`config.mk`:
```
export PLATFORM = sky130hd
export DESIGN_NAME = fadd_exp_top
export DESIGN_NICKNAME = d
export VERILOG_FILES = /design/src/fp_format_pkg.sv /design/src/fadd_pipe_pkg.sv /design/src/fadd_exp_cmp.sv /design/src/fadd_exp_norm.sv /design/src/fadd_exp_out.sv /design/src/fadd_exp_top.sv
export SDC_FILE = /design/constraint.sdc
export NUM_CORES = 1
export LEC_CHECK = 0
export ABC_AREA = 1
export BUFFER_PORTS_ARGS = -buffer_cell sky130_fd_sc_hd__buf_4
export CAP_MARGIN = 20
export CORE_MARGIN = 4
export CORE_UTILIZATION = 45
export DETAILED_ROUTE_END_ITERATION = 10
export PLACE_DENSITY = 0.68
export SLEW_MARGIN = 20
export SYNTH_ARGS = -nofsm -noshare
export SYNTH_HDL_FRONTEND = slang
export SYNTH_SLANG_ARGS = --single-unit
```
`constraint.sdc`:
```
create_clock -name clk -period 4.5 [get_ports clk]
set_input_delay 0.675 -clock clk [delete_from_list [all_inputs] [get_ports clk]]
set_output_delay 0.675 -clock clk [all_outputs]
set_load 0.1 [all_outputs]
```
`src/fp_format_pkg.sv`:
```
// IEEE exponent formats used by the add pipe exponent datapath
// widths, biases and limits, plus the exponent word with its two decodings
`default_nettype none

package fp_format_pkg;

	//////////////////////////////////////////////////////////////////////
	// field widths
	//////////////////////////////////////////////////////////////////////

	localparam int DBL_EXP_W  = 11;    // double exponent field
	localparam int SNG_EXP_W  = 8;     // single exponent field
	localparam int WIDE_EXP_W = 13;    // signed working width, room below 0 and above max

	//////////////////////////////////////////////////////////////////////
	// biases and limits
	//////////////////////////////////////////////////////////////////////

	localparam int DBL_BIAS    = 1023;
	localparam int SNG_BIAS    = 127;
	localparam int DBL_EXP_MAX = (1 << DBL_EXP_W) - 1;    // 2047, inf/nan code
	localparam int SNG_EXP_MAX = (1 << SNG_EXP_W) - 1;    // 255
	localparam int REBIAS      = DBL_BIAS - SNG_BIAS;     // 896 between formats

	// single exponent as it sits in the double exponent slot
	// upper 8 bits carry the field, the low bits belong to the fraction
	typedef struct packed {
		logic [SNG_EXP_W-1:0]           exp;    // single exponent
		logic [DBL_EXP_W-SNG_EXP_W-1:0] pad;    // unused in single
	} sng_exp_t;

	// one 11 bit exponent word, read as double or as single
	typedef union packed {
		logic [DBL_EXP_W-1:0] dbl;    // double exponent
		sng_exp_t             sng;    // single exponent plus pad
	} fp_exp_u;

	// intermediate exponent, may go negative or past the max
	typedef logic signed [WIDE_EXP_W-1:0] wide_exp_t;

endpackage

`default_nettype wire

```
`src/fadd_pipe_pkg.sv`:
```
// add pipe exponent datapath types
// opcode, request word and the structs passed between the three stages
`default_nettype none

package fadd_pipe_pkg;

	localparam int NORM_SHL_W = 6;    // post normalization shift count width

	// operations kept in the exponent path
	typedef enum logic [1:0] {
		OP_ADD_D = 2'd0,    // add/sub double
		OP_ADD_S = 2'd1,    // add/sub single
		OP_STOD  = 2'd2,    // single to double
		OP_DTOS  = 2'd3     // double to single
	} fadd_op_e;

	//////////////////////////////////////////////////////////////////////
	// request into stage 1
	//////////////////////////////////////////////////////////////////////

	typedef struct packed {
		fadd_op_e                op;
		fp_format_pkg::fp_exp_u  exp_a;         // operand 1 exponent field
		fp_format_pkg::fp_exp_u  exp_b;         // operand 2 exponent field
		logic [NORM_SHL_W-1:0]   norm_shl;      // left shift from the fraction path
		logic                    norm_carry;    // rounding carry out of the mantissa
	} exp_req_t;

	// exponent compare for mantissa alignment
	typedef struct packed {
		fp_format_pkg::wide_exp_t diff;    // a minus b
		logic                     swap;    // b is larger
	} align_t;

	//////////////////////////////////////////////////////////////////////
	// stage register contents
	//////////////////////////////////////////////////////////////////////

	typedef struct packed {
		logic                     valid;
		logic                     dbl_res;       // result is double precision
		fp_format_pkg::wide_exp_t exp;           // working exponent
		logic [NORM_SHL_W-1:0]    norm_shl;
		logic                     norm_carry;
	} stage_t;

	// final exponent out of stage 3
	typedef struct packed {
		logic                   dbl_res;
		fp_format_pkg::fp_exp_u exp;    // member picked by dbl_res
	} exp_res_t;

endpackage

`default_nettype wire

```
`src/fadd_exp_cmp.sv`:
```
// add pipe exponent stage 1
// registers the request, compares operand exponents and picks the base exponent
`default_nettype none

module fadd_exp_cmp (
	input  logic                    clk,         // pipe clock
	input  logic                    i_arst_n,    // async reset, active low
	input  logic                    i_step,      // advance the pipe
	input  logic                    i_valid,     // slot holds a real request
	input  fadd_pipe_pkg::exp_req_t i_req,       // incoming request
	output fadd_pipe_pkg::align_t   o_align,     // compare result for alignment
	output fadd_pipe_pkg::stage_t   o_stage      // base exponent toward stage 2
);
	import fp_format_pkg::*;
	import fadd_pipe_pkg::*;

	exp_req_t  req_q;      // registered request
	logic      valid_q;
	logic      use_dbl;    // operands decoded as double
	wide_exp_t exp_a;      // effective exponent of a
	wide_exp_t exp_b;      // effective exponent of b
	wide_exp_t diff;
	logic      swap;
	wide_exp_t base;

	//////////////////////////////////////////////////////////////////////
	// input registers
	//////////////////////////////////////////////////////////////////////

	always_ff @(posedge clk or negedge i_arst_n) begin
		if (!i_arst_n) begin
			req_q   <= '0;    // keeps o_align at zero out of reset
			valid_q <= 1'b0;
		end else if (i_step) begin
			req_q   <= i_req;
			valid_q <= i_valid;
		end
	end

	//////////////////////////////////////////////////////////////////////
	// exponent compare
	//////////////////////////////////////////////////////////////////////

	assign use_dbl = (req_q.op == OP_ADD_D) || (req_q.op == OP_DTOS);

	// zero extend the selected union member
	always_comb begin
		exp_a = '0;
		exp_b = '0;
		if (use_dbl) begin
			exp_a[DBL_EXP_W-1:0] = req_q.exp_a.dbl;
			exp_b[DBL_EXP_W-1:0] = req_q.exp_b.dbl;
		end else begin
			exp_a[SNG_EXP_W-1:0] = req_q.exp_a.sng.exp;    // bits 62:55 of the operand
			exp_b[SNG_EXP_W-1:0] = req_q.exp_b.sng.exp;
		end
	end

	assign diff = exp_a - exp_b;
	assign swap = exp_b > exp_a;    // same as diff negative

	assign o_align = '{diff: diff, swap: swap};

	// base exponent by opcode
	always_comb begin
		case (req_q.op)
			OP_STOD: base = exp_b + wide_exp_t'(REBIAS);    // rebias up to double
			OP_DTOS: base = exp_b - wide_exp_t'(REBIAS);    // may go below zero
			default: base = swap ? exp_b : exp_a;           // larger of the two
		endcase
	end

	always_comb begin
		o_stage            = '0;
		o_stage.valid      = valid_q;
		o_stage.dbl_res    = (req_q.op == OP_ADD_D) || (req_q.op == OP_STOD);
		o_stage.exp        = base;
		o_stage.norm_shl   = req_q.norm_shl;      // rides along to stage 2
		o_stage.norm_carry = req_q.norm_carry;
	end

endmodule

`default_nettype wire

```
`src/fadd_exp_norm.sv`:
```
// add pipe exponent stage 2
// applies the normalization left shift and the mantissa carry to the exponent
`default_nettype none

module fadd_exp_norm (
	input  logic                  clk,         // pipe clock
	input  logic                  i_arst_n,    // async reset, active low
	input  logic                  i_step,      // advance the pipe
	input  fadd_pipe_pkg::stage_t i_stage,     // base exponent from stage 1
	output fadd_pipe_pkg::stage_t o_stage      // adjusted exponent to stage 3
);
	import fp_format_pkg::*;
	import fadd_pipe_pkg::*;

	wide_exp_t shl_w;      // shift count widened
	wide_exp_t carry_w;    // carry widened
	stage_t    stage_d;

	//////////////////////////////////////////////////////////////////////
	// exponent adjust
	//////////////////////////////////////////////////////////////////////

	always_comb begin
		shl_w   = '0;
		carry_w = '0;
		shl_w[NORM_SHL_W-1:0] = i_stage.norm_shl;
		carry_w[0]            = i_stage.norm_carry;

		stage_d     = i_stage;                        // valid and dbl_res pass through
		stage_d.exp = i_stage.exp - shl_w + carry_w;  // can drop below zero
	end

	always_ff @(posedge clk or negedge i_arst_n) begin
		if (!i_arst_n) begin
			o_stage <= '0;
		end else if (i_step) begin
			o_stage <= stage_d;
		end
	end

endmodule

`default_nettype wire

```
`src/fadd_exp_out.sv`:
```
// add pipe exponent stage 3
// saturates overflow to all ones, flushes underflow to zero, registers the result
`default_nettype none

module fadd_exp_out (
	input  logic                    clk,         // pipe clock
	input  logic                    i_arst_n,    // async reset, active low
	input  logic                    i_step,      // advance the pipe
	input  fadd_pipe_pkg::stage_t   i_stage,     // adjusted exponent from stage 2
	output logic                    o_valid,     // result slot is real
	output fadd_pipe_pkg::exp_res_t o_res        // final exponent
);
	import fp_format_pkg::*;
	import fadd_pipe_pkg::*;

	wide_exp_t limit;    // all ones code of the result format
	logic      ovf;
	logic      unf;
	exp_res_t  res_d;

	//////////////////////////////////////////////////////////////////////
	// range check
	//////////////////////////////////////////////////////////////////////

	assign limit = i_stage.dbl_res ? wide_exp_t'(DBL_EXP_MAX) : wide_exp_t'(SNG_EXP_MAX);
	assign ovf   = i_stage.exp >= limit;       // to infinity code
	assign unf   = i_stage.exp <= wide_exp_t'(0);    // flush, no denormals

	// write into the member of the result precision
	always_comb begin
		res_d         = '0;    // single pad stays zero
		res_d.dbl_res = i_stage.dbl_res;
		if (i_stage.dbl_res) begin
			if (ovf)
				res_d.exp.dbl = '1;
			else if (!unf)
				res_d.exp.dbl = i_stage.exp[DBL_EXP_W-1:0];
		end else begin
			if (ovf)
				res_d.exp.sng.exp = '1;
			else if (!unf)
				res_d.exp.sng.exp = i_stage.exp[SNG_EXP_W-1:0];
		end
	end

	//////////////////////////////////////////////////////////////////////
	// result register
	//////////////////////////////////////////////////////////////////////

	always_ff @(posedge clk or negedge i_arst_n) begin
		if (!i_arst_n) begin
			o_valid <= 1'b0;
			o_res   <= '0;
		end else if (i_step) begin
			o_valid <= i_stage.valid;
			o_res   <= res_d;
		end
	end

endmodule

`default_nettype wire

```
`src/fadd_exp_top.sv`:
```
// add pipe exponent datapath top
// chains compare, normalize and output stages, three steps request to result
`default_nettype none

module fadd_exp_top (
	input  logic                    clk,         // pipe clock
	input  logic                    i_arst_n,    // async reset, active low
	input  logic                    i_step,      // advance all stages together
	input  logic                    i_valid,     // request slot is real
	input  fadd_pipe_pkg::exp_req_t i_req,       // operand exponents, op, shift, carry
	output fadd_pipe_pkg::align_t   o_align,     // one step after the request
	output logic                    o_valid,     // three steps after the request
	output fadd_pipe_pkg::exp_res_t o_res
);
	import fadd_pipe_pkg::*;

	stage_t s1_stage;    // compare to normalize
	stage_t s2_stage;    // normalize to output

	// stage 1
	fadd_exp_cmp u_cmp (
		.clk      (clk),
		.i_arst_n (i_arst_n),
		.i_step   (i_step),
		.i_valid  (i_valid),
		.i_req    (i_req),
		.o_align  (o_align),
		.o_stage  (s1_stage)
	);

	// stage 2
	fadd_exp_norm u_norm (
		.clk      (clk),
		.i_arst_n (i_arst_n),
		.i_step   (i_step),
		.i_stage  (s1_stage),
		.o_stage  (s2_stage)
	);

	// stage 3
	fadd_exp_out u_out (
		.clk      (clk),
		.i_arst_n (i_arst_n),
		.i_step   (i_step),
		.i_stage  (s2_stage),
		.o_valid  (o_valid),
		.o_res    (o_res)
	);

endmodule

`default_nettype wire

```
==> results of run 1 <==
## registers in the layout, indices dropped and copies added, names as in the netlist
name	cells
u_out.o_res	12
u_cmp.o_stage	7
u_norm.o_stage	15
u_out.o_valid	1
u_cmp.req_q	24
u_cmp.valid_q	1
## cells by family after synthesis
logic type      after synthesis  synth area share
compound gates              123            0.1568
xor+xnor                     13           0.02619
buf+inv                      95           0.08575
fa+ha+maj                    38            0.1128
flops                        60            0.3453
simple gates                282            0.2731
## worst max-delay path by stage
stage	from	to	slack, ps
after floorplan	u_cmp.req_q[30]$_DFFE_PN0P_	u_norm.o_stage[19]$_DFFE_PN0P_	20
after global placement	u_cmp.req_q[29]$_DFFE_PN0P_	u_norm.o_stage[19]$_DFFE_PN0P_	50
after detailed placement	u_cmp.req_q[30]$_DFFE_PN0P_	u_norm.o_stage[19]$_DFFE_PN0P_	-80
after CTS	u_cmp.req_q[29]$_DFFE_PN0P_	u_norm.o_stage[19]$_DFFE_PN0P_	60
after global routing	u_cmp.req_q[30]$_DFFE_PN0P_	u_norm.o_stage[19]$_DFFE_PN0P_	30
final	u_cmp.req_q[30]$_DFFE_PN0P_	u_norm.o_stage[19]$_DFFE_PN0P_	260
## routing by layer
| layer | vias up | routed length (µm) | GRT usage |
|---|---|---|---|
| met5 | - | 0 | 0 |
| met2 | 103 | 5375 | 0.3434 |
| li1 | 2118 | - | - |
| met1 | 1905 | 4789 | 0.2466 |
| met4 | 0 | 195 | 0.07956 |
| met3 | 17 | 484 | 0.03339 |
## where the power goes
group | internal, µW | switching (µW)
Clock | 324 | 219
Combinational | 751 | 1910
Sequential | 672 | 106
Total | 1750 | 2240
## Yosys cell counts, types with 2 or more instances
cell and number:
xnor2_1 6, nor3_1 6, o21ai_0 67, or2_2 4, nor2_1 41, inv_2 2
o21bai_1 4, nand2_8 2, ha_1 36, inv_1 72, nand2_1 183, xor2_1 7
a31oi_1 10, nand4_1 6, o21a_1 2, nand3_1 33, fa_1 2, buf_4 2
clkbuf_1 17, o211ai_1 2, a21oi_1 27, nand2_2 5, a21boi_0 2, dfrtp_1 60
## per-stage QoR
stage / power (µW) / utilization / std cells / setup TNS (ps) / area (µm²)
after global placement: 3365 / 0.5382 / 793 / 0 / 5020
after CTS: 3958 / 0.5626 / 808 / 0 / 5248
final: 3987 / 0.5687 / 810 / 0 / 5305
after floorplan: 2846 / - / 611 / 0 / 4385
after global routing: 4276 / 0.5687 / 810 / 0 / 5305
after detailed placement: 3394 / 0.5382 / 793 / -105.0 / 5020
## layout make-up
cell class | count | area share
Clock inverter | 4 | 0.01392
Sequential cell | 60 | 0.2830
Inverter | 74 | 0.05236
Clock buffer | 11 | 0.02665
Multi-Input combinational cell | 456 | 0.4842
Tap cell | 129 | 0.03042
Timing Repair Buffer | 76 | 0.1094
## cell usage in the layout, fill, tap and decap left out, drive strengths merged, types with 2 or more instances in the layout
cell type / count
dfrtp: 60
clkinv: 2
a31oi: 10
a21boi: 2
nand4: 6
nor2: 41
or2: 4
fa: 2
nor3: 6
xor2: 7
o21bai: 4
a21oi: 28
xnor2: 6
nand3: 33
o211ai: 2
bufinv: 2
inv: 74
o21a: 2
o21ai: 69
ha: 36
buf: 76
nand2: 191
clkbuf: 11
## what timing repair did
action	4_1_cts	5_1_grt
gates cloned	0	0
gates resized for setup	2	17
setup buffers	0	2
pin swaps	0	3
endpoints found under the setup margin	2	7
==> metrics.cfg, run 1 <==
[run_status]
result_of_the_run=complete, no violations

[place]
detailed_place_hpwl_um=8286
final_weighted_congestion_in_routability_driven_placement=0.9234
pre_cts_slack_ps=-83.05
numPortBuffers=61

[yosys]
yosysUniqueCellTypes=37
synth_flop_cell=dfrtp_1
synthesis.nets=684
synth-seq-area-share=0.3453
synthesis.yosys.warnings=0
netlist_top_cells_area=dfrtp_1 35%, nand2_1 16%, ha_1 10%, o21ai_0 7.7%, inv_1 6.2%
synth-edff-count=0
yosys.area.top_type_share=0.3453
synth.ff_latch_count=60
post-synth-top-area-cell=dfrtp_1
share_of_flip_flops_with_an_asynchronous_set_or_reset=1.000
synth_area_mm2=0.004348
synth_cells=611
synth.avg_cell_area_um2=7.116

[drt]
vias=4143
route.antenna.remaining_nets=0
drt-total-wl_um=10840
detail_route.vias_per_cell=5.115
detail_route.drc_violations=0
drt_iter0_drc=140
drt-wirelength-per-cell_um=13.39
dr.pass1.iters=6

[setup_path]
timing.critical_path.slowest_stage_cell=o21ai_0
cp_common_cell=nand2_1
crit_chain=inv_1 > ha_4 > buf_2 > o21ai_0 > fa_2 > nand4_1 > nand3_2 > nand2_1 > nand2_2 > nand2_4 > nand2_8 > nand2_8 > nand2_1 > nand2_1 > ha_1 > ha_2 > a21oi_2 > nand2_1 > nand3_1 > o2111ai_1 > or2_2 > nand3_1 > nand2_1
cp_num_cells=23
worstReg2RegStart=u_cmp.req_q[30]$_DFFE_PN0P_
worstPathArrival_ps=4450
timing.critical_path.slowest_cell_delay_ps=430
critPathLaunchType=flip-flop
ff2ff_path_depth=23
cp.required_ps=4720
regToRegEndpoint=u_norm.o_stage[19]$_DFFE_PN0P_
critPathTopFamily=simple AND/OR/NAND/NOR gates
worstPathMaxFanout=9
setup.worst_path.end_class=flip-flop
critical_path.n_buffers_inverters=2
reg2reg_slack_ps=260
crit_type=flip-flop to flip-flop

[timing]
timing.clock.skew_ps=11.84
timing_hold_violations_final=0
final-setup-viol-count=0
postLayoutSetupSlackWorst_ps=264.2
rsz0062_at_grt=no
final-max-slew-violation-count=0
tightestPinTransition_ps=787.5
max-slew-margin-rel=0.4750
achievable-frequency_ghz=0.2361
crit_share_post_route=0.9413
finalCriticalPeriod_ps=4236
worst_hold_slack_ps=406.4

[floorplanning]
dieWidth_um=106.3
die_area_mm2=0.01130
ioPinCount=62
initial_core_util=0.4661
core_area_mm2=0.009328
floorplan.die.height_um=106.3
placementRows=35

[finish]
finalNetCount=750
antenna_cells=0
fillerInstances=904
area_growth_syn_to_layout_pct=22.01
register_area_mm2=0.001501
total_area_of_multi_input_combinational_cells_mm2=0.002569
drive_gt1_frac=0.1850

[cts]
numCtsBuffers=9
largest_buffer_count_on_any_clock_path=2
clkSlewWorstSetupHoldPaths_ps=70
root_buffer_cell=clkbuf_8
clk_latency_ps=340
tritoncts=built
cts_num_sinks=60
htree_levels=3
post_cts_hold_buffer_count=0

[grt]
antenna_found_initial=0
grt_pass1_wl_um=18200
largest_net_degree_at_the_start_of_global_routing=93
grt_util_all_layers=0.1989
grt-ovfl-total=0
grt_pass1_vias=4032

[pwr]
p_leak_uw=0.002718
power.density_cell_area_mw_per_mm2=751.6
vdd_ir_drop_max_uv=665.0

[hold_path]
timing.hold.worst.class=input pin to asynchronous set/reset pin

[job]
maxCapViolCount=0

No activity file was read; power rests on OpenSTA's default activity.
==> run 2: changes to the inputs <==
PLACE_DENSITY = 0.67   (was 0.68)
SYNTH_HIERARCHICAL = 1   (was default)
==> metrics.cfg, run 2 <==
[timing]
max-slew-margin-rel=0.4924
tightestPinTransition_ps=761.3
final-max-slew-violation-count=0
achievable-frequency_ghz=0.2376
timing_hold_violations_final=0
crit_share_post_route=0.9353
postLayoutSetupSlackWorst_ps=291.1
finalCriticalPeriod_ps=4209
timing.clock.skew_ps=9.381
timing.setup.tns_ps=0
final-setup-viol-count=0
rsz0062_at_grt=no

[finish]
antenna_cells=0
area_growth_syn_to_layout_pct=16.66
final_core_utilization=0.5350
top_regs=u_cmp/req_q: 24 flops, u_norm/o_stage: 15 flops, u_out/o_res: 12 flops
drive_gt1_frac=0.2076
finalNetCount=855
top_register=u_cmp/req_q
largest_reg_flops=24
top_library_cells_by_usage_in_the_layout_fill_and_taps_aside=228 x nand2_1, 118 x inv_1, 75 x buf_4
layout.cells.most_common=nand2_1
final_area_mm2=0.005799

[setup_path]
reg2reg_slack_ps=290
ff2ff_path_depth=24
critPathLaunchType=flip-flop
regToRegEndpoint=u_norm/o_stage[16]$_DFFE_PN0P_
cp.required_ps=4740
worstPathArrival_ps=4450
setup.worst_path.end_class=flip-flop
worstPathMaxFanout=30
crit_type=flip-flop to flip-flop
worstReg2RegStart=u_cmp/req_q[29]$_DFFE_PN0P_

[grt]
grt-ovfl-total=0
antenna_found_initial=0
largest_net_degree_at_the_start_of_global_routing=80
grt_pass1_vias=4435
grt_util_all_layers=0.1988
grt_pass1_wl_um=20650

[floorplanning]
die_area_mm2=0.01279
core_area_mm2=0.01084
dieWidth_um=113.1
floorplan.die.height_um=113.1
initial_core_util=0.4586
placementRows=38
ioPinCount=62

[cts]
clkSlewWorstSetupHoldPaths_ps=70
cts_num_sinks=60
largest_buffer_count_on_any_clock_path=2
clk_latency_ps=350
root_buffer_cell=clkbuf_8
tritoncts=built
numCtsBuffers=9
htree_levels=3

[place]
final_weighted_congestion_in_routability_driven_placement=0.8900
numPortBuffers=61
detailed_place.area_mm2=0.005517
detailed_place_hpwl_um=9687
pre_cts_slack_ps=33.19

[pwr]
power.total_uw=4155
p_leak_uw=0.003210
power.density_cell_area_mw_per_mm2=716.5
vdd_ir_drop_max_uv=698.7

[yosys]
synth_area_mm2=0.004971
synthesis.nets=799
synth_cells=729
synthesis.yosys.warnings=6
synth.avg_cell_area_um2=6.819

[drt]
route.antenna.remaining_nets=0
drt-wirelength-per-cell_um=13.29
dr.pass1.iters=5
vias=4669
detail_route.vias_per_cell=5.020
detail_route.drc_violations=0
drt_iter0_drc=328
drt-total-wl_um=12360

[job]
maxCapViolCount=0

[run_status]
result_of_the_run=complete, no violations

[hold_path]
timing.hold.worst.class=input pin to asynchronous set/reset pin

==> run 2: worst max path at each step <==
stage | startpoint | end | slack (ps) | cells after the start
4_1_cts | u_cmp/req_q[29]$_DFFE_PN0P_ | u_norm/o_stage[15]$_DFFE_PN0P_ | 8 | 26
5_1_grt | u_cmp/req_q[30]$_DFFE_PN0P_ | u_norm/o_stage[15]$_DFFE_PN0P_ | 10 | 30
2_1_floorplan | u_cmp/req_q[30]$_DFFE_PN0P_ | u_norm/o_stage[13]$_DFFE_PN0P_ | 30 | 30
6_report | u_cmp/req_q[29]$_DFFE_PN0P_ | u_norm/o_stage[16]$_DFFE_PN0P_ | 290 | 24
3_5_place_dp | u_cmp/req_q[29]$_DFFE_PN0P_ | u_norm/o_stage[13]$_DFFE_PN0P_ | 30 | 25
3_3_place_gp | u_cmp/req_q[29]$_DFFE_PN0P_ | u_norm/o_stage[13]$_DFFE_PN0P_ | 190 | 26
==> run 2: per-layer routing <==
layer / share of wire / track usage
met1: 0.45 / 0.2540
met5: 0 / 0
met3: 0.047 / 0.04920
met2: 0.49 / 0.3357
met4: 0.017 / 0.05369
==> run 2: repair_timing <==
item	4_1_cts	5_1_grt
endpoints found under the setup margin	0	8
buffers inserted	0	5
hold buffers	0	0
gates resized for setup	0	10
==> run 2: cell type report <==
type / instances / area (µm²)
Sequential cell: 60 / 1501
Clock buffer: 11 / 131.4
Clock inverter: 5 / 52.55
Fill cell: 1080 / 5041
Multi-Input combinational cell: 516 / 2895
Timing Repair Buffer: 76 / 583.1
Tap cell: 140 / 175.2
Inverter: 122 / 460.4
==> run 2: stage by stage <==
stage / hold WS, ps / instances
2_1_floorplan: 379.4 / 729
3_3_place_gp: 463.4 / 909
3_5_place_dp: 459.1 / 909
4_1_cts: 421.5 / 925
5_1_grt: 427.3 / 930
6_report: 370.8 / 930
==> run 2: where the power goes <==
group	total, µW	switching (µW)	internal, µW
clock network	471	218	253
registers	796	121	675
logic	2890	2060	824
==> run 2: critical path, stage by stage (launching register included) <==
cell and delay (ps):
dfrtp_1 380, inv_1 140, ha_4 250, buf_12 160, o21ai_0 250, inv_1 160, ha_4 330, inv_2 60
o21ai_1 160, inv_1 80, nand2_2 80, nand2_4 80, nand3_4 160, nand2_8 90, buf_4 160, o21ai_2 100
ha_1 240, ha_1 360, nand2_1 110, nor2_1 210, nand3_1 170, nand3_1 120, nand2_1 50, nand3_1 90
nand2_1 60
